## config.mk

```make
export PLATFORM = sky130hd
export DESIGN_NAME = emif_wr_bridge
export DESIGN_NICKNAME = d
export VERILOG_FILES = /design/src/hw/emif_wr_pkg.sv /design/src/hw/emif_wr_cmd_packer.sv /design/src/hw/emif_wr_cmd_fifo.sv /design/src/hw/emif_wr_line_assembler.sv /design/src/hw/emif_wr_bridge.sv
export SDC_FILE = /design/constraint.sdc
export NUM_CORES = 2
export LEC_CHECK = 0
export BUFFER_PORTS_ARGS = -buffer_cell sky130_fd_sc_hd__buf_2
export CAP_MARGIN = 20
export CORE_ASPECT_RATIO = 2
export CORE_MARGIN = 2
export CORE_UTILIZATION = 27
export CTS_CLUSTER_DIAMETER = 30
export CTS_CLUSTER_SIZE = 8
export DETAILED_ROUTE_END_ITERATION = 8
export PLACE_DENSITY_LB_ADDON = 0.05
export SLEW_MARGIN = 15
export SYNTH_ARGS = -nofsm -noshare
export SYNTH_HDL_FRONTEND = slang
export SYNTH_SLANG_ARGS = --single-unit
```

## constraint.sdc

```tcl
create_clock -name ddr_emif_clk -period 4.4 [get_ports ddr_emif_clk]
set_clock_uncertainty 0.1 [all_clocks]
set_input_delay 0.44 -clock ddr_emif_clk [delete_from_list [all_inputs] [get_ports ddr_emif_clk]]
set_output_delay 0.44 -clock ddr_emif_clk [all_outputs]
set_load 0.05 [all_outputs]
```

## src/hw/emif_wr_pkg.sv

```systemverilog
/*
 * DDR EMIF write bridge definitions
 * Word, line and address widths, plus the command FIFO entry, whose
 * payload holds either a burst header or one data word.
 */

`default_nettype none

package emif_wr_pkg;

    // user side
    localparam int word_width      = 32;
    localparam int word_addr_width = 25;
    localparam int len_width       = 8;

    // memory side, eight words per line
    localparam int words_per_line  = 8;
    localparam int line_width      = word_width * words_per_line;
    localparam int slot_width      = $clog2(words_per_line);
    localparam int line_addr_width = word_addr_width - slot_width;
    localparam int be_width        = line_width / 8;

    typedef logic [word_width-1:0] word_t;
    typedef logic [line_width-1:0] line_t;

    typedef struct packed {
        logic [len_width-1:0]       len;
        logic [word_addr_width-1:0] start_addr;
    } burst_hdr_t;

    // is_header selects which view of the payload is valid
    typedef union packed {
        burst_hdr_t hdr;
        struct packed {
            logic  pad;
            word_t data;
        } dat;
    } entry_payload_u;

    typedef struct packed {
        logic           is_header;
        entry_payload_u payload;
    } cmd_entry_t;

endpackage

`default_nettype wire

```

## src/hw/emif_wr_cmd_packer.sv

```systemverilog
/*
 * Write command packer
 * Turns the start strobe and the user data beats into a stream of
 * FIFO entries, one header and then one entry per word.
 */

`timescale 1ns/1ps
`default_nettype none

module emif_wr_cmd_packer (
    input  logic                                 ddr_emif_clk,
    input  logic                                 ddr_emif_rst_n,
    input  logic                                 wr_start,
    input  logic [emif_wr_pkg::word_addr_width-1:0] wr_start_addr,
    input  logic [emif_wr_pkg::len_width-1:0]    wr_len,
    input  logic                                 wr_data_valid,
    input  emif_wr_pkg::word_t                   wr_data,
    output logic                                 wr_busy,
    output logic                                 push,
    output emif_wr_pkg::cmd_entry_t              push_entry
);

    import emif_wr_pkg::*;

    logic [len_width-1:0] beats_left;
    logic                 take_beat;

    // beats only count while a burst is open
    assign take_beat = wr_data_valid && wr_busy;

    always_ff @(posedge ddr_emif_clk) begin
        if (!ddr_emif_rst_n) begin
            push       <= 1'b0;
            wr_busy    <= 1'b0;
            beats_left <= '0;
        end else begin
            push <= 1'b0;
            if (wr_start) begin
                push       <= 1'b1;
                wr_busy    <= 1'b1;
                beats_left <= wr_len;
            end else if (take_beat) begin
                push       <= 1'b1;
                beats_left <= beats_left - 1'b1;
                // last beat closes the burst
                if (beats_left == len_width'(1)) begin
                    wr_busy <= 1'b0;
                end
            end
        end
    end

    always_ff @(posedge ddr_emif_clk) begin
        if (wr_start) begin
            push_entry.is_header              <= 1'b1;
            push_entry.payload.hdr.len        <= wr_len;
            push_entry.payload.hdr.start_addr <= wr_start_addr;
        end else if (take_beat) begin
            push_entry.is_header        <= 1'b0;
            push_entry.payload.dat.pad  <= 1'b0;
            push_entry.payload.dat.data <= wr_data;
        end
    end

endmodule

`default_nettype wire

```

## src/hw/emif_wr_cmd_fifo.sv

```systemverilog
/*
 * Command FIFO
 * Single-clock first-word-fall-through buffer of command entries.
 */

`timescale 1ns/1ps
`default_nettype none

module emif_wr_cmd_fifo #(
    parameter int FIFO_DEPTH = 16
) (
    input  logic                    ddr_emif_clk,
    input  logic                    ddr_emif_rst_n,
    input  logic                    push,
    input  emif_wr_pkg::cmd_entry_t push_entry,
    input  logic                    pop,
    output emif_wr_pkg::cmd_entry_t head_entry,
    output logic                    empty,
    output logic                    full
);

    import emif_wr_pkg::*;

    localparam int idx_width = $clog2(FIFO_DEPTH);

    cmd_entry_t           mem [FIFO_DEPTH];
    logic [idx_width:0]   wr_ptr;
    logic [idx_width:0]   rd_ptr;

    // extra pointer bit tells a full buffer from an empty one
    assign empty = (wr_ptr == rd_ptr);
    assign full  = (wr_ptr[idx_width] != rd_ptr[idx_width]) &&
                   (wr_ptr[idx_width-1:0] == rd_ptr[idx_width-1:0]);

    assign head_entry = mem[rd_ptr[idx_width-1:0]];

    always_ff @(posedge ddr_emif_clk) begin
        if (push && !full) begin
            mem[wr_ptr[idx_width-1:0]] <= push_entry;
        end
    end

    always_ff @(posedge ddr_emif_clk) begin
        if (!ddr_emif_rst_n) begin
            wr_ptr <= '0;
            rd_ptr <= '0;
        end else begin
            if (push && !full) begin
                wr_ptr <= wr_ptr + 1'b1;
            end
            if (pop && !empty) begin
                rd_ptr <= rd_ptr + 1'b1;
            end
        end
    end

endmodule

`default_nettype wire

```

## src/hw/emif_wr_line_assembler.sv

```systemverilog
/*
 * Line assembler
 * Pops command entries, packs words into a big-endian 256-bit line with
 * byte enables, and issues one memory write per line touched.
 */

`timescale 1ns/1ps
`default_nettype none

module emif_wr_line_assembler (
    input  logic                                    ddr_emif_clk,
    input  logic                                    ddr_emif_rst_n,
    input  emif_wr_pkg::cmd_entry_t                 head_entry,
    input  logic                                    empty,
    output logic                                    pop,
    output logic                                    ddr_emif_write,
    output logic [emif_wr_pkg::line_addr_width-1:0] ddr_emif_addr,
    output emif_wr_pkg::line_t                      ddr_emif_write_data,
    output logic [emif_wr_pkg::be_width-1:0]        ddr_emif_byte_enable
);

    import emif_wr_pkg::*;

    localparam logic [slot_width-1:0] last_slot = slot_width'(words_per_line - 1);

    logic [line_addr_width-1:0] line_addr;
    logic [slot_width-1:0]      slot;
    logic [len_width-1:0]       remaining;
    line_t                      stage_line;
    logic [be_width-1:0]        stage_be;

    logic                       take_hdr;
    logic                       take_data;
    logic                       line_done;
    logic [slot_width-1:0]      slot_pos;
    burst_hdr_t                 hdr;
    line_t                      line_fill;
    logic [be_width-1:0]        be_fill;

    // one entry per cycle, the FIFO never runs ahead of us
    assign pop = ~empty;

    always_comb begin
        take_hdr  = pop && head_entry.is_header;
        take_data = pop && !head_entry.is_header;
        hdr       = head_entry.payload.hdr;

        // slot 0 sits at the most significant end
        slot_pos  = last_slot - slot;
        line_fill = stage_line;
        line_fill[slot_pos*word_width +: word_width] = head_entry.payload.dat.data;
        be_fill   = stage_be;
        be_fill[slot_pos*4 +: 4] = 4'hf;

        line_done = take_data && ((slot == last_slot) || (remaining == len_width'(1)));
    end

    // burst tracking
    always_ff @(posedge ddr_emif_clk) begin
        if (!ddr_emif_rst_n) begin
            line_addr <= '0;
            slot      <= '0;
            remaining <= '0;
        end else if (take_hdr) begin
            line_addr <= hdr.start_addr[word_addr_width-1:slot_width];
            slot      <= hdr.start_addr[slot_width-1:0];
            remaining <= hdr.len;
        end else if (take_data) begin
            slot      <= slot + 1'b1;
            remaining <= remaining - 1'b1;
            if (line_done) begin
                line_addr <= line_addr + 1'b1;
            end
        end
    end

    // staging of the line being filled
    always_ff @(posedge ddr_emif_clk) begin
        if (!ddr_emif_rst_n) begin
            stage_line <= '0;
            stage_be   <= '0;
        end else if (line_done) begin
            stage_line <= '0;
            stage_be   <= '0;
        end else if (take_data) begin
            stage_line <= line_fill;
            stage_be   <= be_fill;
        end
    end

    // memory write, one cycle after the word that closes the line
    always_ff @(posedge ddr_emif_clk) begin
        if (!ddr_emif_rst_n) begin
            ddr_emif_write       <= 1'b0;
            ddr_emif_addr        <= '0;
            ddr_emif_write_data  <= '0;
            ddr_emif_byte_enable <= '0;
        end else begin
            ddr_emif_write <= line_done;
            if (line_done) begin
                ddr_emif_addr        <= line_addr;
                ddr_emif_write_data  <= line_fill;
                ddr_emif_byte_enable <= be_fill;
            end
        end
    end

endmodule

`default_nettype wire

```

## src/hw/emif_wr_bridge.sv

```systemverilog
/*
 * DDR EMIF write bridge
 * Narrow user write port to the wide memory port, built from a command
 * packer, a command FIFO and a line assembler.
 */

`timescale 1ns/1ps
`default_nettype none

module emif_wr_bridge #(
    parameter int FIFO_DEPTH = 16
) (
    input  logic                                    ddr_emif_clk,
    input  logic                                    ddr_emif_rst_n,
    input  logic                                    wr_start,
    input  logic [emif_wr_pkg::word_addr_width-1:0] wr_start_addr,
    input  logic [emif_wr_pkg::len_width-1:0]       wr_len,
    input  logic                                    wr_data_valid,
    input  emif_wr_pkg::word_t                      wr_data,
    output logic                                    wr_busy,
    output logic                                    ddr_emif_write,
    output logic [emif_wr_pkg::line_addr_width-1:0] ddr_emif_addr,
    output emif_wr_pkg::line_t                      ddr_emif_write_data,
    output logic [emif_wr_pkg::be_width-1:0]        ddr_emif_byte_enable
);

    import emif_wr_pkg::*;

    logic       push;
    cmd_entry_t push_entry;
    logic       pop;
    cmd_entry_t head_entry;
    logic       empty;

    emif_wr_cmd_packer packer_i (
        .ddr_emif_clk   (ddr_emif_clk),
        .ddr_emif_rst_n (ddr_emif_rst_n),
        .wr_start       (wr_start),
        .wr_start_addr  (wr_start_addr),
        .wr_len         (wr_len),
        .wr_data_valid  (wr_data_valid),
        .wr_data        (wr_data),
        .wr_busy        (wr_busy),
        .push           (push),
        .push_entry     (push_entry)
    );

    // push and pop rates match so the FIFO never fills
    emif_wr_cmd_fifo #(
        .FIFO_DEPTH (FIFO_DEPTH)
    ) fifo_i (
        .ddr_emif_clk   (ddr_emif_clk),
        .ddr_emif_rst_n (ddr_emif_rst_n),
        .push           (push),
        .push_entry     (push_entry),
        .pop            (pop),
        .head_entry     (head_entry),
        .empty          (empty),
        .full           ()
    );

    emif_wr_line_assembler assembler_i (
        .ddr_emif_clk         (ddr_emif_clk),
        .ddr_emif_rst_n       (ddr_emif_rst_n),
        .head_entry           (head_entry),
        .empty                (empty),
        .pop                  (pop),
        .ddr_emif_write       (ddr_emif_write),
        .ddr_emif_addr        (ddr_emif_addr),
        .ddr_emif_write_data  (ddr_emif_write_data),
        .ddr_emif_byte_enable (ddr_emif_byte_enable)
    );

endmodule

`default_nettype wire

```

==> reports/summary.txt <==
All-Layer GR Usage: 19.8%
Max clock buf depth: 4
CP max stage delay: 0.62 ns
initial core utilization: 27.2%
Async S/R FF share, synth: 0%
Tcrit/Tclk final: 73.0%
total grt overflow: 0
Post-Route WL: 181000 µm
layout cells sized above 1: 22.7%
Hold Slack: 0.0974 ns
die width: 301 µm
WP buf/inv: 2
DR pass1 iterations: 6
top_reg_cell synth: dfxtp_1
Crit path arrival time: 3.85 ns
CTS resizes: 0
via count: 34000
worst-skew pair later-pin latency: 0.82 ns
Avg Vias per Cell: 4.84
clock sink count: 1234
slowest stage cell on the critical path: mux4_2
drt initial violations: 2032
Syn. warnings: 0
# Post-CTS Setup Buffers: 0
DRC violations left: 0
Worst Setup End Kind: flip-flop
io pins: 381
final hold vios: 0
pin count of the biggest net entering global routing: 116
status: completed
synth unique cells: 66
Avg Inst Size Synth: 11.5 µm²
Worst path top cell family by delay: multiplexers
number of global-route vias before repair: 35000
max cap viols: 0
GPL Wtd Cong: 0.745
global-route wire length before repair: 259000 µm
pwr dens: 624 mW/mm²
initial antenna violation count: 4
crit start category: flip-flop
dpl hpwl: 112000 µm
Setup CP Type: reg2reg
data required time of the critical path: 5.03 ns
Seq/Total Area, Yosys: 64.2%
post-synth net total: 4206
core box area: 0.175 mm²
Hold Buf Count CTS: 67
Pleak: 21.0 nW
WL/cell: 25.6 µm
minimum clock period: 3.21 ns
Final Max Slew Viols: 0
worst path cell trace: mux4_2 > mux4_2 > a211oi_4 > buf_12 > buf_12 > o21ai_0 > a31oi_1
register bit total from synthesis: 1234
Tot Pwr: 37.7 mW
port bufs: 380
Gate Count Post-Synth: 4125
Mapped Area: 0.0475 mm²
worst-path fanout max: 76
clk slew on worst S/H paths: 0.05 ns
die area: 0.179 mm²
TritonCTS clock tree: yes
slew margin rel.: 24.3%
Max Clk Rate: 311 MHz
HP Start: wr_data[27]
RSZ-0062 raised after global routing: no
# nets final: 4667
CTS Buf Count: 225
Core Rows: 217
synth-to-layout area growth: 27.2%
CTS H-tree depth: 4
worst hold path class: in2reg
Final setup violation count: 0
height of the die: 597 µm
worst IR drop on VDD: 0.337 mV
Worst-Margin Slew: 1.14 ns
root buf cell: clkbuf_16
EDFF count, synth: 577
Final ANT Viol Nets: 0
==> state kept, by name, indices dropped and copies added, names as in the netlist, 3 cells and up, named ones only <==
name	count
packer_i.beats_left	8
assembler_i.ddr_emif_write_data	256
assembler_i.stage_line	256
assembler_i.slot	3
assembler_i.stage_be	32
assembler_i.ddr_emif_addr	22
fifo_i.rd_ptr	5
fifo_i.mem	544
fifo_i.wr_ptr	5
assembler_i.line_addr	22
assembler_i.ddr_emif_byte_enable	32
assembler_i.remaining	8
packer_i.push_entry	34
==> cells by family (layout without fill, tap and decap cells) <==
group | Yosys count | in the layout | share of synthesized area, %
muxes | 232 | 232 | 8.91
xor gates and xnor gates | 24 | 24 | 0.443
AOI/OAI and AO/OA | 1032 | 1032 | 12.2
other | 0 | 1 | 0
and+or+nand+nor | 1224 | 1224 | 10.5
buffers and inverters | 367 | 984 | 3.39
adders and majority gates | 12 | 12 | 0.316
DFF | 1234 | 1234 | 64.2
==> worst reg2reg max path: stages (launching register included) <==
cell      delay [ns]
dfxtp_4         0.47
mux4_2          0.54
mux4_2          0.62
a211oi_4        0.33
buf_12          0.30
buf_12          0.43
o21ai_0         0.18
a31oi_1         0.19
==> through the flow <==
| stage | instance area (µm²) | std cells | setup TNS [ns] | setup WS, ns | utilization (%) |
|---|---|---|---|---|---|
| after floorplan | 47500 | 4125 | -22.48 | -0.221 | - |
| after global routing | 60400 | 7042 | 0 | 0.986 | 34.5 |
| final | 60400 | 7042 | 0 | 1.19 | 34.5 |
| after global placement | 52600 | 6591 | 0 | 1.19 | 30.1 |
| after detailed placement | 52600 | 6591 | 0 | 1.19 | 30.1 |
| after CTS | 60400 | 7041 | 0 | 1.17 | 34.5 |
==> worst paths after layout <==
check | slack [ns] | cells past startpoint | end
hold reg to reg | 0.35 | 2 | assembler_i.stage_line[192]
setup / recovery | 1.19 | 7 | assembler_i.ddr_emif_write_data[185]
setup reg to reg | 1.19 | 7 | assembler_i.ddr_emif_write_data[185]
hold / removal | 0.1 | 3 | packer_i.push_entry[27]
==> area by class of cell <==
class / instances / area [µm²]
well taps: 2299 / 2880
clock buffers: 307 / 6310
diodes: 1 / 2.50
clock inverters: 76 / 856
repair buffers: 582 / 3980
flip-flops and latches: 1234 / 30500
multi-input cells: 2524 / 15800
inverters: 19 / 72.6
fillers: 17600 / 114000
==> cells in the mapped netlist, types with 12 or more instances <==
cell type  count  area, µm²
a211oi_1      25        188
a21oi_1      444       2220
a31oi_1      147        920
and2_1        16        100
buf_1         23       86.3
buf_2        103        515
buf_4         28        210
clkbuf_1     194        728
dfxtp_1      657      13200
edfxtp_1     577      17300
ha_1          12        150
inv_1         16       60.1
mux2_2        27        304
mux2i_1       55        551
mux4_2       150       3380
nand2_1      858       3220
nand3_1       49        245
nor2_1       156        586
nor3_1        83        415
o211ai_1      16        120
o21a_1        39        293
o21ai_0      270       1350
o21ai_1       27        135
xnor2_1       15        131
==> per-layer routing <==
layer	vias up	share of wire, %	global-route usage [%]
met5	-	0	0
met4	0	3.4	6.85
met3	290	3.9	2.72
met2	888	52	35.8
met1	17000	41	24.0
li1	15900	-	-
==> cell usage in the layout (no fill, tap or decap), types with 143 or more instances in the layout <==
| master | n |
|---|---|
| edfxtp_1 | 577 |
| mux4_2 | 150 |
| nand2_1 | 858 |
| o21ai_0 | 270 |
| a21oi_1 | 444 |
| nor2_1 | 143 |
| buf_2 | 379 |
| clkbuf_16 | 228 |
| a31oi_1 | 147 |
| dfxtp_1 | 653 |
==> power breakdown <==
part           internal [mW]  switching, mW
registers               12.7          0.641
clock network           10.8           5.81
logic                   2.05           5.64
Note: power is estimated with default switching activity, not from simulation.
